### config.mk
export PLATFORM = sky130hd
export DESIGN_NAME = instrMem
export DESIGN_NICKNAME = d
export VERILOG_FILES = /design/src/hdl/cpuPkg.sv /design/src/hdl/instrMem.sv
export SDC_FILE = /design/constraint.sdc
export NUM_CORES = 2
export LEC_CHECK = 0
export BUFFER_PORTS_ARGS = -buffer_cell sky130_fd_sc_hd__buf_2
export CORE_ASPECT_RATIO = 0.8
export CORE_UTILIZATION = 61
export DETAILED_ROUTE_END_ITERATION = 10
export PLACE_DENSITY = 0.76
export SLEW_MARGIN = 25
export SYNTH_ARGS = -nofsm -noshare
export SYNTH_HDL_FRONTEND = slang
export SYNTH_SLANG_ARGS = --single-unit
export TNS_END_PERCENT = 100
### constraint.sdc
create_clock -name clk -period 4.5 [get_ports clk]
set_input_delay 0.9 -clock clk [delete_from_list [all_inputs] [get_ports clk]]
set_output_delay 0.9 -clock clk [all_outputs]
set_load 0.01 [all_outputs]
### src/hdl/cpuPkg.sv
package cpuPkg;

	localparam int dataWidth = 16;      // Machine word
	localparam int regSelBits = 2;      // Four registers
	localparam int addrFieldBits = 11;  // Width of the LD/ST/BRZ address field and cap on dmemAddrBits

	typedef enum logic [1:0] {
		opAdd = 2'b00,
		opLd  = 2'b01,
		opSt  = 2'b10,
		opBrz = 2'b11
	} opcodeT;

	// Register form for ADD and the register-addressed variants
	typedef struct packed {
		opcodeT op;                   // [15:14]
		logic [regSelBits-1:0] rd;    // [13:12]
		logic [regSelBits-1:0] rs1;   // [11:10]
		logic [regSelBits-1:0] rs2;   // [9:8]
		logic [6:0] unused;           // [7:1]
		logic mode;                   // 0 absolute/relative, 1 register
	} instrRegT;

	// Address form whose addr overlaps rs1, rs2 and the unused bits
	typedef struct packed {
		opcodeT op;
		logic [regSelBits-1:0] rd;
		logic [addrFieldBits-1:0] addr;  // Zero- or sign-extended by the decoder
		logic mode;
	} instrAddrT;

	typedef union packed {
		instrRegT regForm;
		instrAddrT addrForm;
	} instrU;

	typedef enum logic [1:0] {
		pcInc = 2'b00,
		pcRel = 2'b01,
		pcReg = 2'b10  // 2'b11 never decoded
	} pcSelT;

	typedef struct packed {
		pcSelT pcSel;
		logic regInSource;                  // 0 ALU, 1 memory
		logic regFileWe;
		logic [regSelBits-1:0] regInSel;    // Write-back register
		logic [regSelBits-1:0] regOutSel1;
		logic [regSelBits-1:0] regOutSel2;
		logic aluOp;                        // Set for ADD and gates the zero flag
		logic dWe;
		logic dAddrSel;                     // 0 address field, 1 read port 1
	} ctrlT;

	// One trace item per committed write
	typedef struct packed {
		logic valid;
		logic [regSelBits-1:0] regNum;
		logic [dataWidth-1:0] data;
	} regWriteT;

	typedef struct packed {
		logic valid;
		logic [dataWidth-1:0] addr;
		logic [dataWidth-1:0] data;
	} memWriteT;

endpackage

### src/hdl/instrMem.sv
`timescale 1ns/1ps

module instrMem #(
	parameter int imemAddrBits = 8
) (
	input logic clk,
	input logic imemWe,                          // Load port used only with run low
	input logic [imemAddrBits-1:0] imemAddr,
	input logic [cpuPkg::dataWidth-1:0] imemData,
	input logic [imemAddrBits-1:0] pc,
	output cpuPkg::instrU instr
);
	import cpuPkg::*;

	localparam int depth = 1 << imemAddrBits;

	logic [dataWidth-1:0] mem [depth];

	// Program load
	always_ff @(posedge clk) begin
		if (imemWe) begin
			mem[imemAddr] <= imemData;
		end
	end

	// Combinational fetch with the instruction ready in the same cycle
	assign instr = mem[pc];

endmodule

==> results_dict.tcl <==
set metrics [dict create \
    globalplace.congestion 0.964 \
    drt-total-wl_mm 442 \
    clockBufferDepth 4 \
    num_io_pins 50 \
    remaining_drc_errors 0 \
    grt_pass1_wl_mm 615 \
    rsz0062_at_grt "yes" \
    cp-end-kind "primary output" \
    rows 166 \
    worstPathRequired_ns 3.60 \
    fin_nets 8425 \
    ys_top_cells_by_count "edfxtp_1 (4096), mux4_2 (797), mux2i_1 (565)" \
    setup_tns_ns -3.35 \
    cap_violations 0 \
    worst_pin_slew_ns 1.20 \
    worst-path-max-fanout 18 \
    core_area_sq_um 257000 \
    hold_viol 0 \
    yosysUniqueCellTypes 51 \
    portBuffers 49 \
    power_density_nw_per_um2 425 \
    grt_overflow 0 \
    synth_top_area_cell "edfxtp_1" \
    synth_enable_flop_cells 4096 \
    fin_cells 12200 \
    synth_area_sq_um 158000 \
    dr.pass1.iters 6 \
    setup_viol 16 \
    yosysSeqAreaShare_pct 77.7 \
    numCtsBuffers 376 \
    worst_slew_margin_rel_pct 20.1 \
    wl_per_cell_um 36.3 \
    fin_ws_ns -0.338 \
    postRouteAntennaNets 0 \
    peakVddDrop_mv 0.554 \
    synth.avg_cell_area_sq_um 21.6 \
    dieHeight_um 458 \
    violations "negative setup slack" \
    num_vias 85300 \
    fin_crit_sh_pct 108 \
    grt_pass1_vias 83400 \
    die_x_um 572 \
    finalInstanceArea_sq_um 185000 \
    cts_tree "built" \
    yosys-top-cells-area "edfxtp_1 (78%), mux4_2 (11%), mux2i_1 (3.6%), o221ai_1 (1.4%), nor2_1 (0.72%)" \
    die_area_sq_um 262000 \
    start_kind "primary input" \
    crit_arrival_ns 3.94 \
    grt_max_degree 151 \
    reg_top3 "mem (4096)" \
    top_register "mem" \
    max_freq_mhz 207 \
    maxSlewViolCount 0 \
    drive_gt1_share_pct 31.4 \
    place_inst 11300 \
    yosysWarnings 0 \
    fin_crit_ns 4.84 \
    final_util_pct 71.8 \
    syn_inst 7344 \
    status "complete, but fails checks" \
    yosysTopAreaCellShare_pct 77.7 \
    start_util_pct 61.7 \
    path_clk_slew_ns 0.06 \
    placed_area_sq_um 169000 \
    power_leakage_nw 60.2 \
    synth_flop_cell "edfxtp_1" \
    hp-class "in2reg" \
    htree_levels 5 \
    post-dp-hpwl_mm 254 \
    finalPower_mw 78.5 \
    area_growth_pct 16.5 \
    largest_reg_flops 4096 \
    worstSetupPathType "in2out" \
    synth_nets 7378 \
    synthArstFlopShare_pct 0 \
    vias_per_cell 7.02 \
    clock_sinks 4096 \
    antenna_found_initial 20 \
    cts_root_buf "clkbuf_16" \
    grt_use_total_pct 33.5 \
    initialDrtViolationCount 14300 \
    synth_most_common_cell "edfxtp_1" \
    synth_seq_cells 4096 \
]
[path summary, 6_finish.rpt]
path                startpoint      endpoint  slack [ns]  cells past startpoint
setup / recovery         pc[0]      instr[5]       -0.34                     12
hold / removal    imemData[10]  mem[127][10]        0.39                      1
[timing repair]
item | in CTS | in global routing
pin swaps | 35 | 66
setup buffers | 33 | 95
resized for setup | 224 | 151
hold buffers | 0 | 0
setup endpoints to repair | 16 | 16
cloned | 21 | 9
[layout by cell type (no fill, tap or decap), drive strengths merged, types with 9 or more instances in the layout]
cell    netlist  final
edfxtp     4096   4096
buf         222   1100
mux4        797    797
mux2i       565    565
clkbuf      230    469
nor2        304    304
o221ai      253    253
a21oi       175    175
clkinv        0    172
o22ai       148    148
nor3         92     92
mux2         88     88
a22oi        43     43
o21ai        38     38
nand2        38     38
nand3        35     35
bufinv        0     33
a22o         32     32
a221oi       28     28
nand4        26     26
o32ai        21     21
a211oi       18     18
nor4         18     18
o31ai        16     16
inv           4     16
bufbuf        0     12
and3         11     11
diode         0     10
nor2b         9      9
[worst max-delay path, stage by stage]
cell and delay [ns]:
buf_16 0.15, buf_16 0.18, buf_16 0.19, buf_16 0.17
bufbuf_16 0.35, mux2i_1 0.10, o221ai_1 0.31, o22ai_1 0.32
a22oi_2 0.33, nand3_2 0.24, nor4_4 0.42, buf_2 0.21
[stage by stage]
step | hold slack, ns | worst slack [ns]
after global routing | 0.401 | -0.267
final | 0.386 | -0.338
after CTS | 0.387 | -0.244
after floorplan | 0.999 | 0.682
after detailed placement | 1.35 | -1.51
after global placement | 1.34 | -1.46
[layer usage]
layer / track usage, % / wire length (um) / vias to the layer above
met4: 12.1 / 18700 / 8
li1: - / - / 33400
met2: 50.3 / 204000 / 6867
met5: 0 / 100 / -
met1: 47.2 / 154000 / 44100
met3: 10.0 / 64800 / 1017
[layout make-up]
type | instances | area [sq um]
multi-input cells | 2792 | 34100
clock inverters | 223 | 1960
well taps | 3444 | 4310
repair buffers | 1121 | 11300
inverters | 4 | 27.5
clock buffers | 460 | 9870
fillers | 14100 | 72400
flip-flops and latches | 4096 | 123000
diodes | 10 | 25.0
[cell families after synthesis]
kind of cell           Yosys count  share of synthesized area [%]
flip-flops                    4096                           77.7
multiplexers                  1450                           15.5
AO/OA/AOI/OAI                  786                           3.54
AND/OR/NAND/NOR                556                           1.58
buffers and inverters          456                           1.70
[power by group]
part,total (mW),internal (mW),switching [mW]
Sequential,42.1,42.0,0.0220
Clock,31.5,17.5,14.0
Combinational,4.93,1.95,2.98
No activity file was read; power rests on OpenSTA's default activity.
