**src/hdl/cpuPkg.sv**
```systemverilog
package cpuPkg;

	localparam int dataWidth = 16;      // Machine word
	localparam int regSelBits = 2;      // Four registers
	localparam int addrFieldBits = 11;  // Width of the LD/ST/BRZ address field and cap on dmemAddrBits

	typedef enum logic [1:0] {
		opAdd = 2'b00,
		opLd  = 2'b01,
		opSt  = 2'b10,
		opBrz = 2'b11
	} opcodeT;

	// Register form for ADD and the register-addressed variants
	typedef struct packed {
		opcodeT op;                   // [15:14]
		logic [regSelBits-1:0] rd;    // [13:12]
		logic [regSelBits-1:0] rs1;   // [11:10]
		logic [regSelBits-1:0] rs2;   // [9:8]
		logic [6:0] unused;           // [7:1]
		logic mode;                   // 0 absolute/relative, 1 register
	} instrRegT;

	// Address form whose addr overlaps rs1, rs2 and the unused bits
	typedef struct packed {
		opcodeT op;
		logic [regSelBits-1:0] rd;
		logic [addrFieldBits-1:0] addr;  // Zero- or sign-extended by the decoder
		logic mode;
	} instrAddrT;

	typedef union packed {
		instrRegT regForm;
		instrAddrT addrForm;
	} instrU;

	typedef enum logic [1:0] {
		pcInc = 2'b00,
		pcRel = 2'b01,
		pcReg = 2'b10  // 2'b11 never decoded
	} pcSelT;

	typedef struct packed {
		pcSelT pcSel;
		logic regInSource;                  // 0 ALU, 1 memory
		logic regFileWe;
		logic [regSelBits-1:0] regInSel;    // Write-back register
		logic [regSelBits-1:0] regOutSel1;
		logic [regSelBits-1:0] regOutSel2;
		logic aluOp;                        // Set for ADD and gates the zero flag
		logic dWe;
		logic dAddrSel;                     // 0 address field, 1 read port 1
	} ctrlT;

	// One trace item per committed write
	typedef struct packed {
		logic valid;
		logic [regSelBits-1:0] regNum;
		logic [dataWidth-1:0] data;
	} regWriteT;

	typedef struct packed {
		logic valid;
		logic [dataWidth-1:0] addr;
		logic [dataWidth-1:0] data;
	} memWriteT;

endpackage

```
**src/hdl/regFile.sv**
```systemverilog
`timescale 1ns/1ps

module regFile (
	input logic clk,
	input logic rstN,
	input logic run,
	input cpuPkg::ctrlT ctrl,
	input logic [cpuPkg::dataWidth-1:0] aluResult,
	input logic [cpuPkg::dataWidth-1:0] memData,
	output logic [cpuPkg::dataWidth-1:0] rdData1,
	output logic [cpuPkg::dataWidth-1:0] rdData2,
	output cpuPkg::regWriteT regTrace  // One cycle after the commit edge
);
	import cpuPkg::*;

	localparam int numRegs = 1 << regSelBits;

	logic [dataWidth-1:0] regs [numRegs];
	logic [dataWidth-1:0] wrData;
	logic wrEn;

	assign wrData = ctrl.regInSource ? memData : aluResult;  // Write-back source
	assign wrEn = run && ctrl.regFileWe;

	// Asynchronous reads
	assign rdData1 = regs[ctrl.regOutSel1];
	assign rdData2 = regs[ctrl.regOutSel2];

	always_ff @(posedge clk) begin
		if (!rstN) begin
			for (int i = 0; i < numRegs; i++) begin
				regs[i] <= '0;
			end
			regTrace <= '0;
		end else begin
			if (wrEn) begin
				regs[ctrl.regInSel] <= wrData;
			end
			// Valid only for the cycle after a write
			regTrace.valid <= wrEn;
			regTrace.regNum <= ctrl.regInSel;
			regTrace.data <= wrData;
		end
	end

endmodule

```
**config.mk**
```make
export PLATFORM = sky130hd
export DESIGN_NAME = regFile
export DESIGN_NICKNAME = d
export VERILOG_FILES = /design/src/hdl/cpuPkg.sv /design/src/hdl/regFile.sv
export SDC_FILE = /design/constraint.sdc
export NUM_CORES = 1
export LEC_CHECK = 0
export BUFFER_PORTS_ARGS = -buffer_cell sky130_fd_sc_hd__buf_2
export CORE_MARGIN = 3
export CORE_UTILIZATION = 59
export CTS_BUF_LIST = sky130_fd_sc_hd__clkbuf_8
export DETAILED_ROUTE_END_ITERATION = 6
export PLACE_DENSITY_LB_ADDON = 0.15
export SLEW_MARGIN = 20
export SYNTH_ARGS = -nofsm -noshare
export SYNTH_HDL_FRONTEND = slang
export SYNTH_SLANG_ARGS = --single-unit
```
**constraint.sdc**
```tcl
create_clock -name clk -period 3 [get_ports clk]
set_input_delay 0 -clock clk [delete_from_list [all_inputs] [get_ports clk]]
set_output_delay 0 -clock clk [all_outputs]
set_load 0.02 [all_outputs]
```
==> impl_metrics.ini <==
[clocking]
cts_tree = yes
cts_buffers = 9
post-cts-setup-buffer-count = 0
clockBufferDepth = 2
ctsResizeCount = 0
clk_pin_slew_ps = 80
cts.sinks = 83
cts-htree-levels = 3
root_buffer = clkbuf_8

[timing]
fmaxAchievable_mhz = 612
slew_headroom_pct = 46.5
fin_crit_ps = 1630
slew_violations = 0
worstMarginPinSlew_ps = 800
hold_viol = 0
tns_ps = 0
finalSetupViolations = 0
timing.final.ws_setup_ps = 1370
rsz0062_at_grt = false
timing.final.crit_share_pct = 54.5

[worst_setup_path]
crit_chain = dlygate4sd3_1 > buf_2 > nand2b_1 > o21ai_1 > buf_4
cp.arrival_ps = 1670
worst-path-buf-inv = 3
cp_top_family = buffers and inverters
cp.required_ps = 3030
setup.worst_path.class = in -> reg
cp_max_fo = 17
slowest_stage = dlygate4sd3_1
cpPeakStageDelay_ps = 520
endpoint_kind = register
crit_cells = 5
critPathLaunchType = primary input

[global_route]
grt_max_degree = 35
grt_pass1_wl_um = 12700
grt_pass1_vias = 2527
antenna_found_initial = 0
grt_use_total_pct = 22.8
gr-total-overflow = 0

[place]
hpwl_um = 5300
gp_congestion = 0.756
place_ws_ps = 1250
portBuffers = 93

[route]
remaining_drc_errors = 0
drtPass1Iterations = 4
via_count = 2489
drt_wl_total_um = 8000
wl_per_cell_um = 19.3
viasPerCell = 6.01
drtAntennaViolNets = 0
drtIter0Drc = 146

[logic_synthesis]
syn_area_mm2 = 0.00386
yosys-mux-area-fraction_pct = 24.0
synth_warnings = 0
synth-compound-area-share_pct = 0.389
synth.distinct_cells = 23
ys_seq_elements = 83
syn-instance-count = 246
synth_fa_ha_area_share_pct = 0
synth_top_family_by_area = multiplexers
syn_avg_cell_area_um2 = 15.7
synth-seq-area-share_pct = 59.7
synth-xor-area-share_pct = 0
synth-simple-area-share_pct = 11.6
synth_fp_nets = 294

[die]
core-area_mm2 = 0.00613
row_count = 28
die_y_um = 86.8
io_pins = 99
die_area_mm2 = 0.00754
start_util_pct = 62.9
die_w_um = 86.8

[finish]
nets = 382
layout-drive-gt1-share_pct = 40.1
num_antenna_cells = 0
fillCellCount = 381
syn_to_final_growth_pct = 17.0

[pwr]
p_leak_nw = 1.77
vdd_drop_max_v = 0.000368
cellPowerDensity_mw_per_mm2 = 565

[status]
status = completed

[hold_path]
hp-class = in -> reg
hold_path_depth = 3

[job]
drv_cap = 0
## flip-flops by register name, summed over array words and instances, names as in the netlist
register,cells
regTrace,19
regs,64
## placed cells by master, fill, tap and decap left out
cell	n
buf_2	93
edfxtp_1	64
nor3_1	48
mux4_2	20
dfxtp_1	19
mux2i_1	16
nor2_1	16
nor2b_1	16
mux4_1	12
clkbuf_8	9
buf_4	6
o21ai_1	3
and2_1	2
inv_6	2
nand3_2	1
nand4b_1	1
nand2b_1	1
nand4_1	1
nand2_1	1
clkinv_1	1
inv_1	1
clkinv_2	1
clkinv_4	1
inv_4	1
clkinvlp_4	1
bufinv_16	1
dlygate4sd3_1	1
## kinds of logic after synthesis
family / Yosys count
muxes: 48
AOI/OAI and AO/OA: 3
buffers and inverters: 25
DFF: 83
and+or+nand+nor: 87
## metrics by stage
step                instances  total power, W  util [%]  hold WS (ps)  instance area (um2)
finish                    414         0.00255      73.6          23.0                 4510
global placement          397         0.00177      70.2           253                 4300
detailed placement        397         0.00178      70.2           253                 4300
floorplan                 246         0.00164         -           127                 3860
CTS                       414         0.00256      73.6          17.3                 4510
global route              414         0.00263      73.6          51.0                 4510
## Yosys cell counts
cell      count  share of area, %
and2_1        2              0.32
buf_1         1             0.097
buf_12        2               1.0
buf_2        10               1.3
buf_4         1              0.19
buf_6         3              0.88
clkbuf_1      6              0.58
clkinv_1      1             0.097
dfxtp_1      19               9.9
edfxtp_1     64                50
inv_1         1             0.097
mux2i_1      16               4.2
mux4_1       12               8.2
mux4_2       20                12
nand2_1       1             0.097
nand2b_1      1              0.16
nand3_2       1              0.26
nand4_1       1              0.16
nand4b_1      1              0.23
nor2_1       16               1.6
nor2b_1      16               2.6
nor3_1       48               6.2
o21ai_0       3              0.39
## power breakdown
group / internal [W] / switching, W
registers: 0.00131 / 0.0000320
clock network: 0.000391 / 0.000407
logic: 0.000165 / 0.000240
## metal layers
metal / up-vias / track usage, % / routed length (um)
met5: - / 0 / 0
met3: 9 / 4.56 / 672
met2: 126 / 34.9 / 3820
met1: 1213 / 31.9 / 3400
li1: 1141 / - / -
met4: 0 / 10.3 / 113
## path summary, 6_finish.rpt
kind / startpoint / to
worst max-delay path: ctrl[7] / regs[1][2]
worst min-delay path: aluResult[8] / regTrace[8]
## area by class of cell
class	count	area, um2	area share [%]
clock inverters	7	75.1	1.66
well taps	75	93.8	2.08
multi-input cells	138	1390	30.8
repair buffers	100	520	11.5
clock buffers	9	124	2.75
inverters	2	7.51	0.166
flip-flops and latches	83	2300	51.0
## what timing repair did
action	in CTS	in global routing
hold endpoints to repair	1	0
setup endpoints to repair	0	0
hold buffers	1	0
No activity file was read; power rests on OpenSTA's default activity.
