## config.mk

```make
export PLATFORM = sky130hd
export DESIGN_NAME = aluFlags
export DESIGN_NICKNAME = d
export VERILOG_FILES = /design/src/hdl/cpuPkg.sv /design/src/hdl/aluFlags.sv
export SDC_FILE = /design/constraint.sdc
export NUM_CORES = 1
export LEC_CHECK = 0
export ABC_CLOCK_PERIOD_IN_PS = 3700
export BUFFER_PORTS_ARGS = -buffer_cell sky130_fd_sc_hd__buf_2
export CORE_AREA = 2 2 49 51
export DETAILED_ROUTE_END_ITERATION = 10
export DIE_AREA = 0 0 51 53
export PLACE_DENSITY = 0.84
export RECOVER_POWER = 100
export SETUP_SLACK_MARGIN = 0.3
export SLEW_MARGIN = 20
export SYNTH_ARGS = -nofsm -noshare
export SYNTH_HDL_FRONTEND = slang
export SYNTH_SLANG_ARGS = --single-unit
```

## constraint.sdc

```tcl
create_clock -name clk -period 3.7 [get_ports clk]
set_input_delay 0.925 -clock clk [delete_from_list [all_inputs] [get_ports clk]]
set_output_delay 0.925 -clock clk [all_outputs]
set_load 0.03 [all_outputs]
```

## src/hdl/cpuPkg.sv

```systemverilog
package cpuPkg;

	localparam int dataWidth = 16;      // Machine word
	localparam int regSelBits = 2;      // Four registers
	localparam int addrFieldBits = 11;  // Width of the LD/ST/BRZ address field and cap on dmemAddrBits

	typedef enum logic [1:0] {
		opAdd = 2'b00,
		opLd  = 2'b01,
		opSt  = 2'b10,
		opBrz = 2'b11
	} opcodeT;

	// Register form for ADD and the register-addressed variants
	typedef struct packed {
		opcodeT op;                   // [15:14]
		logic [regSelBits-1:0] rd;    // [13:12]
		logic [regSelBits-1:0] rs1;   // [11:10]
		logic [regSelBits-1:0] rs2;   // [9:8]
		logic [6:0] unused;           // [7:1]
		logic mode;                   // 0 absolute/relative, 1 register
	} instrRegT;

	// Address form whose addr overlaps rs1, rs2 and the unused bits
	typedef struct packed {
		opcodeT op;
		logic [regSelBits-1:0] rd;
		logic [addrFieldBits-1:0] addr;  // Zero- or sign-extended by the decoder
		logic mode;
	} instrAddrT;

	typedef union packed {
		instrRegT regForm;
		instrAddrT addrForm;
	} instrU;

	typedef enum logic [1:0] {
		pcInc = 2'b00,
		pcRel = 2'b01,
		pcReg = 2'b10  // 2'b11 never decoded
	} pcSelT;

	typedef struct packed {
		pcSelT pcSel;
		logic regInSource;                  // 0 ALU, 1 memory
		logic regFileWe;
		logic [regSelBits-1:0] regInSel;    // Write-back register
		logic [regSelBits-1:0] regOutSel1;
		logic [regSelBits-1:0] regOutSel2;
		logic aluOp;                        // Set for ADD and gates the zero flag
		logic dWe;
		logic dAddrSel;                     // 0 address field, 1 read port 1
	} ctrlT;

	// One trace item per committed write
	typedef struct packed {
		logic valid;
		logic [regSelBits-1:0] regNum;
		logic [dataWidth-1:0] data;
	} regWriteT;

	typedef struct packed {
		logic valid;
		logic [dataWidth-1:0] addr;
		logic [dataWidth-1:0] data;
	} memWriteT;

endpackage

```

## src/hdl/aluFlags.sv

```systemverilog
`timescale 1ns/1ps

module aluFlags (
	input logic clk,
	input logic rstN,
	input logic run,
	input cpuPkg::ctrlT ctrl,
	input logic [cpuPkg::dataWidth-1:0] rdData1,
	input logic [cpuPkg::dataWidth-1:0] rdData2,
	output logic [cpuPkg::dataWidth-1:0] aluResult,
	output logic zFlag
);

	logic sumZero;
	logic flagUpdate;

	// Single operation that wraps at word width
	assign aluResult = rdData1 + rdData2;
	assign sumZero = (aluResult == '0);

	// Only a committed ADD touches the flag
	// LD, ST and BRZ leave it alone
	assign flagUpdate = run && ctrl.aluOp;

	always_ff @(posedge clk) begin
		if (!rstN) begin
			zFlag <= 1'b0;
		end else if (flagUpdate) begin
			zFlag <= sumZero;
		end
	end

endmodule

```

==> summary.md <==
| Metric | Value |
|---|---|
| M1 GR Usage | 0.197 |
| Register area share after synthesis | 0.0248 |
| Critical hold path startpoint | zFlag$_SDFFE_PN0P_ |
| Peak supply drop | 166 uV |
| Layout area overhead | 94.9% |
| Commonest non-fill, non-tap cells in the layout | buf_2 (31), buf_4 (19), buf_6 (14) |
| Post-Synthesis Cells | 104 |
| Setup slack, reg-to-reg | between 3 and 4 ns |
| Yosys reg bits | 1 |
| CP Capture Type | output pin |
| Fin crit share | 1.00 |
| Cell Area, Placed | 1250 um^2 |
| Num rows | 17 |
| Top fanout value on the critical path | 3 |
| Vias in the first global route | 1,045 |
| Worst Setup Start Kind | input pin |
| Top reg by flops | zFlag |
| Core ar. | 2150 um^2 |
| FF-to-FF path depth | 3 |
| Final setup fails | 3 |
| Least-Margin Pin Slew | about 0.44 ns |
| Gr usage total | 0.212 |
| Critical path class | in -> out |
| Clock Skew | 0 ns |
| Antenna diodes | 0 |
| Most common cell after layout, fill and taps aside | buf_2 |
| Area contributors post-synth | ha_1 (23%), xnor2_1 (7.6%), a21o_1 (7.4%) |
| Max-slew headroom | 0.704 |
| Final-report max-slew violation count | 0 |
| Worst skew pair latency | 0 ns |
| Final setup margin | -0.0160 ns |
| Final Power | 0.438 mW |
| FF-to-FF End | zFlag$_SDFFE_PN0P_ |
| Hold Path Stages | 3 |
| Syn nets | 168 |
| M2 GR Usage | 0.461 |
| Nets@finish | 242 |
| Failing checks | setup timing |
| First-pass GRT wire length | around 4.5 mm |
| Largest net degree at the start of global routing | 8 |
| Final Hold Vio Count | 0 |
| Fillers | roughly 150 |
| Initial Util | 0.376 |
| Critical Path AT | between 2 and 3 ns |
| Global route total overflow | 0 |
| Share of cells above drive strength 1 | 0.563 |
| Largest registers | zFlag x1 |
| Post-synth top area cell | ha_1 |
| Via/cell ratio | 5.63 |
| Status | finished with violations |
| Static Leak | 0.739 nW |
| Met3 GRT Util | 0.0282 |
| IO Count | 65 |
| DRC viols | 0 |
| DP HPWL | 2.07 mm |
| Clock transition at path regs | 0 ns |
| Avg Cell Area, Syn | approximately 7.8 um^2 |
| PwrDens | ~280 nW/um^2 |
| Port Buffers | 52 |
| DRT Pass-1 Iters | 4 |
| Placer congestion estimate | 0.835 |
| Min cycle time layout | approximately 3.7 ns |
| Wire per inst | around 16 um |
| Hold buffers post-CTS | 0 |
| Drt initial violations | 27 |
| Post-Syn Area | 808 um^2 |
| Largest register FFs | 1 |
| Ys Warns | 0 |
| Vias | 1,149 |
| GR peak layer | met2 |
| Post-layout instance area | 1580 um^2 |
| Max cap viols | 0 |
| Yosys top cell area share | 0.232 |
| Worst R2R Start | zFlag$_SDFFE_PN0P_ |
| F_max | approximately 270 MHz |
| Post-Route WL | 3.34 mm |
| Unrepaired setup endpoints after global routing | true |
| Worst Hold Class | reg -> reg |
| Initial antenna violation count | 0 |
| Min-Delay Endpoint | zFlag$_SDFFE_PN0P_ |
| Die area | roughly 2700 um^2 |
| Die Span Y | 53 um |
| Ys async rst share | 0 |
| CP required | ~2.8 ns |
| Ys flop type | dfxtp_1 |
| Hold WS | 0.600 ns |
| Number of distinct library cells after synthesis | 39 |
| EDFF count, synth | 0 |
| Detail Route Antenna Nets | 0 |
| Die X | 51 um |
## power by group
part           leakage [nW]  switching [mW]  internal [mW]
sequential          0.00805    0.0000000868         0.0110
combinational         0.731           0.234          0.192
clock                     0               0              0
total                 0.739           0.234          0.203
## metrics by stage
step	util	TNS, ns	setup slack (ns)	std cells
after floorplan	-	0	0.177	104
after global placement	0.582	-0.00950	-0.00950	191
after detailed placement	0.582	-0.128	-0.0699	191
after CTS	0.683	0	0.0347	200
after global routing	0.733	-0.370	-0.137	204
final	0.733	-0.0367	-0.0160	204
## Yosys cell counts, drive strengths merged, types with 2 or more instances
library cell  instances
a21oi                 8
o21a                  2
nand3                 4
ha                   15
inv                   6
o2bb2ai               2
nand2                 7
nor2                  8
a21o                  8
o21ai                 3
nor4                  2
xnor2                 7
nor3                  2
or4b                  2
xor2                  6
o211ai                2
## final cells by class
| cell class | count | area [um^2] | share of cell area |
|---|---|---|---|
| multi-input combinational | 96 | 997 | 0.633 |
| timing repair buffer | 73 | 500 | 0.318 |
| tap | 28 | 35.0 | 0.0222 |
| inverter | 6 | 22.5 | 0.0143 |
| sequential | 1 | 20.0 | 0.0127 |
## metal layers
layer,part of all wire,up-vias
li1,-,543
met1,0.35,532
met2,0.56,58
met3,0.048,16
met4,0.042,0
met5,0,-
## logic make-up (layout without fill, tap and decap cells)
kind of cell	after synthesis	after routing	share of synthesized area
AO/OA/AOI/OAI	35	35	0.320
XOR/XNOR	13	13	0.141
adder cells (fa/ha/maj)	16	16	0.257
buffers and inverters	7	79	0.0325
flip-flops	1	1	0.0248
multiplexers	1	1	0.0124
AND/OR/NAND/NOR	31	31	0.212
## timing repair
action	CTS	global route
hold endpoints to repair	0	0
endpoints found under the setup margin	10	10
pin swaps	21	9
setup buffers	9	4
resized for setup	34	16
## worst max-delay path by stage
| stage | slack [ns] | to | start | depth (start not counted) |
|---|---|---|---|---|
| after floorplan | 0.18 | aluResult[14] | rdData1[0] | 7 |
| after global placement | -0.01 | aluResult[14] | rdData1[0] | 9 |
| after detailed placement | -0.07 | aluResult[14] | rdData1[0] | 9 |
| after CTS | 0.03 | aluResult[15] | rdData2[1] | 11 |
| after global routing | -0.14 | aluResult[15] | rdData2[1] | 11 |
| final | -0.02 | aluResult[14] | rdData2[0] | 9 |
## critical path, stage by stage
cell,delay [ns]
buf_6,0.10
ha_4,0.17
fa_2,0.34
a211o_1,0.30
a21o_1,0.24
a21oi_2,0.22
o31ai_2,0.11
xor2_2,0.23
buf_6,0.16
(Power assumes the default switching activity.)
