File: config.mk
export PLATFORM = sky130hd
export DESIGN_NAME = pcUnit
export DESIGN_NICKNAME = d
export VERILOG_FILES = /design/src/hdl/cpuPkg.sv /design/src/hdl/pcUnit.sv
export SDC_FILE = /design/constraint.sdc
export NUM_CORES = 1
export LEC_CHECK = 0
export ABC_AREA = 0
export BUFFER_PORTS_ARGS = -buffer_cell sky130_fd_sc_hd__buf_2
export CAP_MARGIN = 20
export CELL_PAD_IN_SITES_DETAIL_PLACEMENT = 1
export CELL_PAD_IN_SITES_GLOBAL_PLACEMENT = 2
export CORE_UTILIZATION = 20
export DETAILED_ROUTE_END_ITERATION = 8
export HOLD_SLACK_MARGIN = 0.03
export PLACE_DENSITY = 0.87
export SLEW_MARGIN = 20
export SYNTH_ARGS = -nofsm -noshare
export SYNTH_HDL_FRONTEND = slang
export SYNTH_SLANG_ARGS = --single-unit
export TNS_END_PERCENT = 10
File: constraint.sdc
create_clock -name clk -period 2.5 [get_ports clk]
set_input_delay 0.5 -clock clk [delete_from_list [all_inputs] [get_ports clk]]
set_output_delay 0.5 -clock clk [all_outputs]
set_load 0.02 [all_outputs]
File: src/hdl/cpuPkg.sv
package cpuPkg;

	localparam int dataWidth = 16;      // Machine word
	localparam int regSelBits = 2;      // Four registers
	localparam int addrFieldBits = 11;  // Width of the LD/ST/BRZ address field and cap on dmemAddrBits

	typedef enum logic [1:0] {
		opAdd = 2'b00,
		opLd  = 2'b01,
		opSt  = 2'b10,
		opBrz = 2'b11
	} opcodeT;

	// Register form for ADD and the register-addressed variants
	typedef struct packed {
		opcodeT op;                   // [15:14]
		logic [regSelBits-1:0] rd;    // [13:12]
		logic [regSelBits-1:0] rs1;   // [11:10]
		logic [regSelBits-1:0] rs2;   // [9:8]
		logic [6:0] unused;           // [7:1]
		logic mode;                   // 0 absolute/relative, 1 register
	} instrRegT;

	// Address form whose addr overlaps rs1, rs2 and the unused bits
	typedef struct packed {
		opcodeT op;
		logic [regSelBits-1:0] rd;
		logic [addrFieldBits-1:0] addr;  // Zero- or sign-extended by the decoder
		logic mode;
	} instrAddrT;

	typedef union packed {
		instrRegT regForm;
		instrAddrT addrForm;
	} instrU;

	typedef enum logic [1:0] {
		pcInc = 2'b00,
		pcRel = 2'b01,
		pcReg = 2'b10  // 2'b11 never decoded
	} pcSelT;

	typedef struct packed {
		pcSelT pcSel;
		logic regInSource;                  // 0 ALU, 1 memory
		logic regFileWe;
		logic [regSelBits-1:0] regInSel;    // Write-back register
		logic [regSelBits-1:0] regOutSel1;
		logic [regSelBits-1:0] regOutSel2;
		logic aluOp;                        // Set for ADD and gates the zero flag
		logic dWe;
		logic dAddrSel;                     // 0 address field, 1 read port 1
	} ctrlT;

	// One trace item per committed write
	typedef struct packed {
		logic valid;
		logic [regSelBits-1:0] regNum;
		logic [dataWidth-1:0] data;
	} regWriteT;

	typedef struct packed {
		logic valid;
		logic [dataWidth-1:0] addr;
		logic [dataWidth-1:0] data;
	} memWriteT;

endpackage

File: src/hdl/pcUnit.sv
`timescale 1ns/1ps

module pcUnit #(
	parameter int imemAddrBits = 8
) (
	input logic clk,
	input logic rstN,
	input logic run,
	input cpuPkg::ctrlT ctrl,
	input logic [cpuPkg::dataWidth-1:0] addr,     // Sign-extended branch offset
	input logic [cpuPkg::dataWidth-1:0] rdData1,  // Register branch target
	output logic [imemAddrBits-1:0] pc
);
	import cpuPkg::*;

	logic [imemAddrBits-1:0] pcNext;

	// Arithmetic at imemAddrBits wraps at the memory size
	always_comb begin
		case (ctrl.pcSel)
			pcRel: begin
				pcNext = pc + addr[imemAddrBits-1:0];
			end
			pcReg: begin
				pcNext = rdData1[imemAddrBits-1:0];  // Upper bits dropped
			end
			default: begin
				pcNext = pc + 1'b1;
			end
		endcase
	end

	always_ff @(posedge clk) begin
		if (!rstN) begin
			pc <= '0;
		end else if (run) begin
			pc <= pcNext;
		end
	end

	// Decoder never emits the spare select code
	assert property (@(posedge clk) disable iff (!rstN)
		run |-> ctrl.pcSel != 2'b11)
	else $error("Unused pcSel encoding at pc %0d", pc);

endmodule

==> results.py <==
metrics = {
    "timing": {
        "rsz0062_at_grt": "false",
        "worst_slack_ps": 280,
        "tightest_slew_ps": 319,
        "maxSlewHeadroom": 0.784,
        "period_share": 0.888,
        "drv_slew": 0,
        "clock_skew_ps": 1.62,
        "max_freq_ghz": 0.450,
        "timing.final.crit_period_ps": 2220,
        "hold_violations": 0,
        "finalSetupViolCount": 0,
        "finalSetupTns_ps": 0,
    },
    "yosys": {
        "yosysSeqAreaShare": 0.209,
        "yosysTopAreaCell": "dfxtp_1",
        "synth_warnings": 0,
        "synth.area.top_cells": "dfxtp_1 (21%), ha_1 (11%), nand2_1 (4.4%)",
        "synth_top_flop_cell": "dfxtp_1",
        "synth_edf_count": 0,
        "syn_area_um2": 764,
        "yosys.area.top_type_share": 0.209,
        "ys_async_sr_fraction": 0,
        "syn-num-nets": 150,
        "syn-instance-count": 94,
        "syn_area_per_cell_um2": 8.13,
        "ys_ff_latch": 8,
        "yosysUniqueCellTypes": 39,
    },
    "clocking": {
        "cts_buffers": 3,
        "numClockSinks": 8,
        "post_cts_resize_count": 0,
        "cts-hold-fix-buffers": 0,
        "clockRootBuffer": "clkbuf_8",
        "clock_latency_ps": 220,
        "tritoncts": "done",
        "clock_path_buffers": 2,
        "h-tree-depth": 1,
        "path_clk_slew_ps": 40,
        "post-cts-setup-buffers": 0,
    },
    "power_and_ir_drop": {
        "leakage_nw": 0.474,
        "cellPowerDensity_nw_per_um2": 442,
        "vdd_drop_max_v": 0.000243,
        "p_total_mw": 0.449,
    },
    "layout": {
        "fillers": 449,
        "design_area_um2": 1020,
        "area_growth_pct": 33.1,
        "drive_gt1_frac": 0.328,
        "finish.utilization": 0.278,
        "regArea_um2": 160,
        "layout.nets": 183,
        "top_register": "pc",
        "diodes": 0,
        "multi_input_area_um2": 574,
        "largest_reg_flops": 8,
        "reg.largest.list": "pc (8)",
    },
    "worst_setup_path": {
        "cp-end-kind": "register",
        "required_ps": 2670,
        "critPathLaunchType": "primary input",
        "crit_fanout": 7,
        "crit_arrival_ps": 2390,
        "critical_path_class": "in2reg",
    },
    "die": {
        "fp.dieW_um": 63.8,
        "design.die.area_um2": 4070,
        "initial_core_util": 0.209,
        "io_pins": 56,
        "coreArea_um2": 3660,
        "placementRows": 22,
        "die_h_um": 63.8,
    },
    "job": {
        "timing.max_cap.violations": 0,
    },
    "placement": {
        "place.port_buffers": 28,
        "gp_congestion": 0.745,
        "dp_slack_ps": -91.7,
        "hpwl_um": 1890,
        "placed_area_um2": 973,
    },
    "hold_path": {
        "min_path_type": "reg2reg",
    },
    "route": {
        "drt_wl_total_um": 2380,
        "via_count": 804,
        "drt_iter0_markers": 16,
        "route.antenna.remaining_nets": 0,
        "avgViaCountPerCell": 4.65,
        "drtPass1Iterations": 4,
        "wl_per_cell_um": 13.8,
        "drc_errors": 0,
    },
    "grt": {
        "grt_use_total": 0.126,
        "grt_pass1_vias": 882,
        "grt-ovfl-total": 0,
        "grt_pass1_wl_um": 4020,
        "grt_max_degree": 21,
        "antenna_found_initial": 0,
    },
    "status": {
        "status": "complete, no violations",
    },
}
[cells in the mapped netlist (2+ instances only)]
library cell,count
a21oi_1,5
a31oi_1,2
and2_1,5
buf_2,2
dfxtp_1,8
ha_1,7
inv_1,5
nand2_1,9
nand2b_1,2
nand3_1,3
nor2_1,6
nor2b_1,3
o211ai_1,4
o21a_1,4
o21ai_0,3
o21ai_1,2
o311ai_1,2
[logic make-up (layout without fill, tap and decap cells)]
group | count (synthesis) | after routing | synth area share
adders and majority gates | 8 | 8 | 0.141
DFF | 8 | 8 | 0.209
and+or+nand+nor | 35 | 35 | 0.255
muxes | 1 | 1 | 0.0131
xor gates and xnor gates | 2 | 2 | 0.0229
buffers and inverters | 8 | 39 | 0.0426
AOI/OAI and AO/OA | 32 | 32 | 0.316
[layout make-up]
cell class | instances | area share
repair buffers | 31 | 0.160
inverters | 5 | 0.0185
well taps | 48 | 0.0590
clock buffers | 3 | 0.0406
flip-flops and latches | 8 | 0.157
multi-input cells | 78 | 0.565
[through the flow]
step,instances,hold WS [ps]
detailed placement,170,530
finish,173,534
CTS,173,540
floorplan,94,569
global route,173,554
global placement,170,492
[routing by layer]
layer,GRT usage,wire [um]
met1,0.152,1090
met2,0.230,1230
met3,0.0161,42
met4,0.0341,16
met5,0,0
[path summary, 6_finish.rpt]
| path | startpoint | endpoint | slack (ps) | cells after the start |
|---|---|---|---|---|
| hold / removal | pc[0]$_SDFFE_PN0P_ | pc[0]$_SDFFE_PN0P_ | 530 | 2 |
| setup reg to reg | pc[0]$_SDFFE_PN0P_ | pc[4]$_SDFFE_PN0P_ | 630 | 8 |
| hold reg to reg | pc[0]$_SDFFE_PN0P_ | pc[0]$_SDFFE_PN0P_ | 530 | 2 |
| setup / recovery | ctrl[12] | pc[4]$_SDFFE_PN0P_ | 280 | 11 |
[placed cells by master (no fill, tap or decap), drive strengths merged, types with 5 or more instances in the layout]
cell and n:
dfxtp 8, nor2 6, ha 7, inv 5, and2 5, o21ai 5, a21oi 5, nand2 9
buf 31
[worst max-delay path, stage by stage]
cell	delay, ps
buf_2	120
nor2b_2	260
nand2b_1	120
ha_1	220
inv_1	80
fa_1	230
nor2b_4	50
o21a_1	210
o21a_1	190
o311ai_2	240
o211a_1	170
[power by group]
part / total [mW] / internal [mW] / switching, mW
Sequential: 0.149 / 0.139 / 0.0102
Clock: 0.154 / 0.104 / 0.0500
Combinational: 0.146 / 0.0653 / 0.0807
Total: 0.449 / 0.309 / 0.141
Note: power is estimated with default switching activity, not from simulation.
