### config.mk
export PLATFORM = sky130hd
export DESIGN_NAME = instrDecoder
export DESIGN_NICKNAME = d
export VERILOG_FILES = /design/src/hdl/cpuPkg.sv /design/src/hdl/instrDecoder.sv
export SDC_FILE = /design/constraint.sdc
export NUM_CORES = 1
export LEC_CHECK = 0
export CORE_AREA = 5 5 42 44
export DETAILED_ROUTE_END_ITERATION = 6
export DIE_AREA = 0 0 47 49
export DONT_BUFFER_PORTS = 1
export PLACE_DENSITY = 0.46
export SLEW_MARGIN = 15
export SYNTH_ARGS = -nofsm -noshare
export SYNTH_HDL_FRONTEND = slang
export SYNTH_SLANG_ARGS = --single-unit
### constraint.sdc
create_clock -name vclk -period 0.8
set_input_delay 0.04 -clock vclk [all_inputs]
set_output_delay 0.04 -clock vclk [all_outputs]
set_load 0.02 [all_outputs]
### src/hdl/cpuPkg.sv
package cpuPkg;

	localparam int dataWidth = 16;      // Machine word
	localparam int regSelBits = 2;      // Four registers
	localparam int addrFieldBits = 11;  // Width of the LD/ST/BRZ address field and cap on dmemAddrBits

	typedef enum logic [1:0] {
		opAdd = 2'b00,
		opLd  = 2'b01,
		opSt  = 2'b10,
		opBrz = 2'b11
	} opcodeT;

	// Register form for ADD and the register-addressed variants
	typedef struct packed {
		opcodeT op;                   // [15:14]
		logic [regSelBits-1:0] rd;    // [13:12]
		logic [regSelBits-1:0] rs1;   // [11:10]
		logic [regSelBits-1:0] rs2;   // [9:8]
		logic [6:0] unused;           // [7:1]
		logic mode;                   // 0 absolute/relative, 1 register
	} instrRegT;

	// Address form whose addr overlaps rs1, rs2 and the unused bits
	typedef struct packed {
		opcodeT op;
		logic [regSelBits-1:0] rd;
		logic [addrFieldBits-1:0] addr;  // Zero- or sign-extended by the decoder
		logic mode;
	} instrAddrT;

	typedef union packed {
		instrRegT regForm;
		instrAddrT addrForm;
	} instrU;

	typedef enum logic [1:0] {
		pcInc = 2'b00,
		pcRel = 2'b01,
		pcReg = 2'b10  // 2'b11 never decoded
	} pcSelT;

	typedef struct packed {
		pcSelT pcSel;
		logic regInSource;                  // 0 ALU, 1 memory
		logic regFileWe;
		logic [regSelBits-1:0] regInSel;    // Write-back register
		logic [regSelBits-1:0] regOutSel1;
		logic [regSelBits-1:0] regOutSel2;
		logic aluOp;                        // Set for ADD and gates the zero flag
		logic dWe;
		logic dAddrSel;                     // 0 address field, 1 read port 1
	} ctrlT;

	// One trace item per committed write
	typedef struct packed {
		logic valid;
		logic [regSelBits-1:0] regNum;
		logic [dataWidth-1:0] data;
	} regWriteT;

	typedef struct packed {
		logic valid;
		logic [dataWidth-1:0] addr;
		logic [dataWidth-1:0] data;
	} memWriteT;

endpackage

### src/hdl/instrDecoder.sv
`timescale 1ns/1ps

module instrDecoder (
	input cpuPkg::instrU instr,
	input logic zFlag,                        // Condition for BRZ
	output cpuPkg::ctrlT ctrl,
	output logic [cpuPkg::dataWidth-1:0] addr  // Memory address or branch offset
);
	import cpuPkg::*;

	localparam int extBits = dataWidth - addrFieldBits;

	logic [addrFieldBits-1:0] addrField;
	logic [dataWidth-1:0] addrZext;
	logic [dataWidth-1:0] addrSext;

	assign addrField = instr.addrForm.addr;
	assign addrZext = {{extBits{1'b0}}, addrField};
	assign addrSext = {{extBits{addrField[addrFieldBits-1]}}, addrField};

	always_comb begin
		ctrl = '0;
		ctrl.pcSel = pcInc;
		// Register selects taken straight from the word
		ctrl.regInSel = instr.regForm.rd;
		ctrl.regOutSel1 = instr.regForm.rs1;
		ctrl.regOutSel2 = instr.regForm.rs2;
		addr = '0;

		case (instr.regForm.op)
			opAdd: begin
				ctrl.aluOp = 1'b1;
				ctrl.regFileWe = 1'b1;
			end

			opLd: begin
				ctrl.regInSource = 1'b1;  // Write back from memory
				ctrl.regFileWe = 1'b1;
				if (instr.addrForm.mode) begin
					ctrl.dAddrSel = 1'b1;  // mem[rs1]
				end else begin
					addr = addrZext;
				end
			end

			opSt: begin
				ctrl.dWe = 1'b1;
				if (instr.addrForm.mode) begin
					ctrl.dAddrSel = 1'b1;  // mem[rs1] <- rs2
				end else begin
					// Absolute store writes rd, so read it on port 2
					ctrl.regOutSel2 = instr.regForm.rd;
					addr = addrZext;
				end
			end

			opBrz: begin
				// Not taken falls through to pcInc
				if (zFlag) begin
					if (instr.addrForm.mode) begin
						ctrl.pcSel = pcReg;   // pc <- rs1
					end else begin
						ctrl.pcSel = pcRel;   // pc <- pc + offset
						addr = addrSext;
					end
				end
			end

			default: begin
				ctrl.pcSel = pcInc;
			end
		endcase
	end

endmodule

==> results of run 1 <==
-- final cells by class --
| class | count | area share (%) |
|---|---|---|
| Inverter | 2 | 5.500 |
| Timing Repair Buffer | 12 | 27.00 |
| Multi-Input combinational cell | 28 | 63.50 |
| Tap cell | 16 | 4.000 |
-- layer usage --
metal / global-route usage, % / vias to the layer above / routed length, um
met3: 3.690 / 0 / 135
li1: - / 133 / -
met4: 0 / 0 / 0
met2: 16.06 / 13 / 590
met1: 9.130 / 129 / 310
met5: 0 / - / 0
-- kinds of logic after synthesis --
kind of cell	synth area share [%]
mux	7.114
fa+ha+maj	23.71
simple gates	38.34
compound gates	2.372
buf+inv	28.46
-- repair_timing --
action | CTS | global route
gates resized for setup | 7 | 4
pin swaps | 7 | 8
gates cloned | 1 | 0
endpoints found under the setup margin | 13 | 18
-- power by group --
part / internal, mW / switching, mW / total, mW
Clock: 0 / 0 / 0
Sequential: 0 / 0 / 0
Combinational: 0.177 / 0.162 / 0.339
Total: 0.177 / 0.162 / 0.339
-- layout by cell type, fill, tap and decap left out, types with 2 or more instances in the layout --
master and instances:
and3_2 2, buf_12 2, buf_4 9, ha_1 5, mux2_4 2, and3_4 10
-- metrics by stage --
| step | std cells | instance area, um2 |
|---|---|---|
| floorplan | 40 | 406.6 |
| global placement | 57 | 436.7 |
| detailed placement | 57 | 436.7 |
| CTS | 58 | 489.2 |
| global route | 58 | 500.5 |
| finish | 58 | 500.5 |
-- worst max-delay path by stage --
| stage | from | to | cells after the start |
|---|---|---|---|
| after detailed placement | instr[14] | addr[3] | 5 |
| after floorplan | instr[14] | ctrl[3] | 4 |
| final | instr[15] | addr[0] | 5 |
| after global placement | instr[14] | addr[0] | 5 |
| after global routing | instr[15] | addr[0] | 5 |
| after CTS | instr[14] | addr[3] | 5 |
==> impl_metrics.json, run 1 <==
{
  "status": "finished with violations",
  "violations": "negative setup slack",
  "slew_headroom_pct": 85.51,
  "power_uw": 338.8,
  "final_layout_size_suffix_gt1_share_pct": 83.33,
  "period_needed_ns": 0.8375,
  "grt.total_usage_pct": 8.632,
  "drt_first_pass_iters": 2,
  "cp-end-kind": "output pin",
  "fmax_mhz": 1194,
  "required_ns": 0.76,
  "io_pins": 46,
  "grt_max_degree": 10,
  "post-route-util_pct": 35.71,
  "leakagePower_nw": 0.2314,
  "min-delay-start": "instr[11]",
  "holdBufCountCts": 0,
  "rsz0062_at_grt": "true",
  "irDropWorstVdd_v": 0.0002065,
  "synthToLayoutAreaGrowth_pct": 58.10,
  "timing.final.hold_violations": 0,
  "routed_wl_um": 1037,
  "gp_congestion": 0.7009,
  "final.setup.tns_ns": -0.3655,
  "worstSetupPathType": "in2out",
  "fin_ws_ns": -0.03746,
  "grt_pass1_vias": 326,
  "port_buffers": 0,
  "path_cells": "inv_8, ha_4, a21o_4, buf_16, and3_4",
  "postCtsSetupBuffers": 0,
  "die-width_um": 47,
  "setup_viol": 10,
  "n_fill_cell": 154,
  "crit_arrival_ns": 0.80,
  "ys_warn_count": 0,
  "ys_top_cells_by_area": "ha_1, and3_1, buf_4",
  "min_to": "ctrl[6]",
  "cpPeakStageDelay_ns": 0.23,
  "crit_buf_inv": 2,
  "place_ws_ns": -0.05865,
  "start_util_pct": 22.59,
  "place_hpwl_um": 881.9,
  "hold_depth": 0,
  "avgSynthCellArea_um2": 7.914,
  "die_h_um": 49,
  "power_density_nw_per_um2": 677.0,
  "vias": 275,
  "maxSlewViolCount": 0,
  "seq_area_um2": 0,
  "yosysMostFrequentCell": "and3_1",
  "setup.worst_path.start_class": "input port",
  "ant_nets": 0,
  "hp-class": "in2out",
  "yosysSeqAreaShare_pct": 0,
  "path_max_fanout": 4,
  "synth_top_cell_by_area": "ha_1",
  "fin_crit_sh_pct": 104.7,
  "critPathTopFamily": "adder cells",
  "syn-cell-area_um2": 316.6,
  "fp.coreArea_um2": 1401,
  "worstMarginPinSlew_ns": 0.2179,
  "hold_slack_ns": 0.08002,
  "num_antenna_cells": 0,
  "drcViolationCount": 0,
  "syn-num-nets": 63,
  "post_drt_wl_per_cell_um": 17.88,
  "ys_top_cells_by_count": "and3_1, buf_4, ha_1",
  "n_clock_buffer": 0,
  "syn_inst": 40,
  "cp_slowest_cell": "ha_4",
  "maxCapViolCount": 0,
  "drt-initial-drc-count": 2,
  "dieArea_um2": 2303,
  "final_nets": 67,
  "synthDominantCellAreaShare_pct": 23.72,
  "seq_cell_count": 0,
  "vias_per_cell": 4.741,
  "gr-total-overflow": 0,
  "multi_input_area_um2": 317.8,
  "grt_pass1_wl_um": 1600,
  "rows": 14,
  "synth.distinct_cells": 15,
  "antenna_found_initial": 0
}
No activity file was read; power rests on OpenSTA's default activity.
==> inputs of run 2 (changes only) <==
--- a/config.mk
+++ b/config.mk
@@ -10,6 +10,7 @@
 export DIE_AREA = 0 0 47 49
 export DONT_BUFFER_PORTS = 1
 export PLACE_DENSITY = 0.46
+export SETUP_SLACK_MARGIN = 0.4
 export SLEW_MARGIN = 15
 export SYNTH_ARGS = -nofsm -noshare
 export SYNTH_HDL_FRONTEND = slang
==> run 2 against run 1 <==
Against the previous run:
- the flow still finishes with violations (negative setup slack)
- utilization is 6.2 points higher
- via count increased by 6.5%
- flip-flop and latch count unchanged
- final cell count rose by 1.7%
- non-clock buffer count rose by 1
- die area unchanged
- sequential share of layout area unchanged
- power up 8.1%
- first-iteration DRC count unchanged
- critical path depth stayed put
- combinational power up 8.0%
- critical path type unchanged
==> impl_metrics.json, run 2 (same netlist as run 1, synthesis figures left out) <==
{
  "status": "finished with violations",
  "violations": "negative setup slack",
  "setup.worst_path.start_class": "input port",
  "timing.final.hold_violations": 0,
  "mostFrequentLayoutCells": "and3_4, buf_4, ha_4, buf_6",
  "seq_cell_count": 0,
  "grt_max_degree": 11,
  "min_to": "ctrl[8]",
  "fin_crit_sh_pct": 105.8,
  "seq_area_um2": 0,
  "holdBufCountCts": 0,
  "vias": 293,
  "gp_congestion": 0.5746,
  "maxCapViolCount": 0,
  "post_drt_wl_per_cell_um": 17.59,
  "grt_pass1_vias": 290,
  "leakagePower_nw": 0.2422,
  "power_uw": 366.2,
  "antenna_found_initial": 0,
  "routed_wl_um": 1038,
  "path_max_fanout": 5,
  "slew_headroom_pct": 84.32,
  "irDropWorstVdd_v": 0.0002035,
  "crit_arrival_ns": 0.81,
  "fp.coreArea_um2": 1401,
  "grt_pass1_wl_um": 1297,
  "n_fill_cell": 136,
  "hp-class": "in2out",
  "required_ns": 0.76,
  "synthToLayoutAreaGrowth_pct": 85.38,
  "grt.total_usage_pct": 7.088,
  "hold_slack_ns": 0.08001,
  "final_nets": 68,
  "worstMarginPinSlew_ns": 0.2357,
  "io_pins": 46,
  "cp-end-kind": "output pin",
  "place_hpwl_um": 812.7,
  "final_layout_size_suffix_gt1_share_pct": 97.67,
  "num_antenna_cells": 0,
  "power_density_nw_per_um2": 624.1,
  "n_clock_buffer": 0,
  "dp_cells": 55,
  "drt-initial-drc-count": 2,
  "worstSetupPathType": "in2out",
  "die_h_um": 49,
  "final_common_cell": "and3_4",
  "gr-total-overflow": 0,
  "drcViolationCount": 0,
  "maxSlewViolCount": 0,
  "rsz0062_at_grt": "true",
  "setup_viol": 12,
  "post-route-util_pct": 41.88,
  "port_buffers": 0,
  "final.setup.tns_ns": -0.4794,
  "rows": 14,
  "dieArea_um2": 2303,
  "fin_ws_ns": -0.04664,
  "start_util_pct": 22.59,
  "ant_nets": 0,
  "min-delay-start": "instr[13]",
  "hold_depth": 0,
  "die-width_um": 47,
  "fmax_mhz": 1181,
  "vias_per_cell": 4.966,
  "period_needed_ns": 0.8466,
  "finalNonFillerCells": 59,
  "drt_first_pass_iters": 2
}
==> run 2: changes by cell type in the layout (fill, tap and decap cells not counted), sizes merged <==
cell,before,now
clkbuf,0,1
==> run 2: worst max-delay path, cell delays in order <==
cell	delay, ns
inv_12	0.02
ha_4	0.22
a21o_4	0.21
clkbuf_16	0.15
and3_4	0.17
==> run 2: layout make-up <==
type                       instances  area (um2)  area share (%)
inverter                           2       36.28           6.183
tap                               16       20.02           3.412
timing repair buffer              13       155.1           26.44
multi-input combinational         28       375.4           63.97
==> run 2: where the power goes <==
| group | switching [mW] | internal [mW] | leakage (nW) |
|---|---|---|---|
| combinational | 0.170 | 0.197 | 0.242 |
| clock | 0 | 0 | 0 |
| sequential | 0 | 0 | 0 |
==> run 2: layer usage <==
layer / vias up / wire (um) / GRT usage (%)
li1: 134 / - / -
met1: 129 / 338 / 8.043
met2: 28 / 522 / 13.57
met3: 2 / 173 / 1.107
met4: 0 / 4 / 0.4608
met5: - / 0 / 0
==> run 2: worst max path at each step <==
| stage | from | cells after the start | end |
|---|---|---|---|
| 2_1_floorplan | instr[15] | 5 | addr[12] |
| 3_3_place_gp | instr[14] | 5 | ctrl[3] |
| 3_5_place_dp | instr[14] | 5 | ctrl[3] |
| 4_1_cts | instr[14] | 5 | addr[0] |
| 5_1_grt | instr[15] | 5 | addr[1] |
| 6_report | instr[15] | 5 | addr[10] |
==> run 2: per-stage QoR <==
| step | setup slack [ns] | cell area, um2 |
|---|---|---|
| after floorplan | 0.01791 | 455.4 |
| after global placement | -0.05646 | 470.5 |
| after detailed placement | -0.05670 | 470.5 |
| after CTS | -0.04034 | 518.0 |
| after global routing | -0.06182 | 586.8 |
| final | -0.04664 | 586.8 |
==> run 2: timing repair <==
item,4_1_cts,5_1_grt
pin swaps,4,10
gates resized for setup,8,6
setup buffers,1,2
setup endpoints to repair,24,25
cloned,0,1
==> inputs of run 3 (changes only) <==
==> constraint.sdc (replaced) <==
create_clock -name vclk -period 0.8
set_input_delay 0.16 -clock vclk [all_inputs]
set_output_delay 0.16 -clock vclk [all_outputs]
set_load 0.02 [all_outputs]
==> run 3 against run 2 <==
Against the previous run:
- largest power group unchanged
- flip-flop and latch count unchanged
- non-clock buffer count unchanged
- cell area decreased by 2.1%
- count of clock-buffer cells in the layout unchanged
- the flow still finishes with violations (negative setup slack)
- utilization decreased by 0.89 points
- via count decreased by 5.8%
==> impl_metrics.json, run 3 (same netlist as run 1, synthesis figures left out) <==
{
  "status": "finished with violations",
  "violations": "negative setup slack",
  "fp.coreArea_um2": 1401,
  "cp_slowest_cell": "mux2_4",
  "routed_wl_um": 1024,
  "slew_headroom_pct": 89.78,
  "wl_met3_um": 128,
  "setup.worst_path.start_class": "input port",
  "fin_ws_ns": -0.2668,
  "place_hpwl_um": 901.8,
  "leakagePower_nw": 0.2394,
  "gr-total-overflow": 0,
  "antenna_found_initial": 0,
  "grt.total_usage_pct": 7.930,
  "path_cells": "inv_16, buf_6, ha_4, nor2b_4, mux2_4",
  "irDropWorstVdd_v": 0.0002324,
  "critPathTopFamily": "multiplexers",
  "start_util_pct": 22.59,
  "cpPeakStageDelay_ns": 0.35,
  "required_ns": 0.64,
  "drt_first_pass_iters": 3,
  "seq_area_um2": 0,
  "synthToLayoutAreaGrowth_pct": 81.42,
  "n_clock_buffer": 0,
  "drt-initial-drc-count": 1,
  "die-width_um": 47,
  "wl_met2_um": 587,
  "hold_slack_ns": 0.3200,
  "fmax_mhz": 937.4,
  "final_layout_size_suffix_gt1_share_pct": 93.02,
  "io_pins": 46,
  "mostFrequentLayoutCells": "and3_4, buf_6, ha_4, buf_4",
  "fin_crit_sh_pct": 133.4,
  "post_drt_wl_per_cell_um": 17.36,
  "dieArea_um2": 2303,
  "final_common_cell": "and3_4",
  "grt_pass1_wl_um": 1455,
  "gp_congestion": 0.6182,
  "n_fill_cell": 145,
  "post-route-util_pct": 40.98,
  "finalNonFillerCells": 59,
  "wl_met1_um": 308,
  "num_antenna_cells": 0,
  "stdcell_area_um2": 574.3,
  "grt_pass1_vias": 287,
  "period_needed_ns": 1.067,
  "maxCapViolCount": 0,
  "power_density_nw_per_um2": 587.0,
  "worstMarginPinSlew_ns": 0.1529,
  "die_h_um": 49,
  "port_buffers": 0,
  "hp-class": "in2out",
  "rows": 14,
  "seq_cell_count": 0,
  "crit_buf_inv": 2,
  "ant_nets": 0,
  "vias": 276,
  "worstSetupPathType": "in2out",
  "drcViolationCount": 0,
  "grt_max_degree": 12,
  "vias_per_cell": 4.678,
  "rsz0062_at_grt": "true",
  "final_nets": 68,
  "timing.final.hold_violations": 0,
  "place_area_um2": 485.5,
  "crit_arrival_ns": 0.91,
  "dp_cells": 57,
  "path_max_fanout": 3,
  "setup_viol": 21,
  "cp-end-kind": "output pin",
  "final.setup.tns_ns": -4.420,
  "top_layer": "met3",
  "maxSlewViolCount": 0
}
-- run 3: cell types whose count changed in the layout (fill, tap and decap cells not counted), sizes merged --
cell,delta
buf,+1
clkbuf,-1
-- run 3: power by group --
part | switching [mW] | leakage, nW | internal, mW
clock | 0 | 0 | 0
combinational | 0.164 | 0.239 | 0.173
sequential | 0 | 0 | 0
-- run 3: timing repair --
action                                 CTS  global route
hold buffers                             0             0
pin swaps                                7             3
gates cloned                             0             0
buffers inserted                         1             1
endpoints found under the hold margin    0             0
resized for setup                       15             1
setup endpoints to repair               25            25
-- run 3: stage by stage --
step / worst slack, ns / power (mW)
finish: -0.2668 / 0.3371
global route: -0.2845 / 0.3539
CTS: -0.2697 / 0.3356
detailed placement: -0.3230 / 0.3034
global placement: -0.3152 / 0.2982
floorplan: -0.2221 / 0.2887
-- run 3: final cells by class --
type,count,area [um2],area share [%]
multi-input cells,28,369.1,64.27
repair buffers,13,148.9,25.93
inverters,2,36.28,6.318
well taps,16,20.02,3.486
-- run 3: final timing paths --
path | startpoint | end | slack, ns | cells after the start
worst max-delay path | instr[14] | ctrl[3] | -0.27 | 5
worst min-delay path | instr[11] | ctrl[6] | 0.32 | 0
-- run 3: routing by layer --
metal  track usage, %  up-vias
met5                0        -
met1            7.391      131
li1                 -      133
met4           0.4608        0
met2            15.84       12
met3            2.952        0
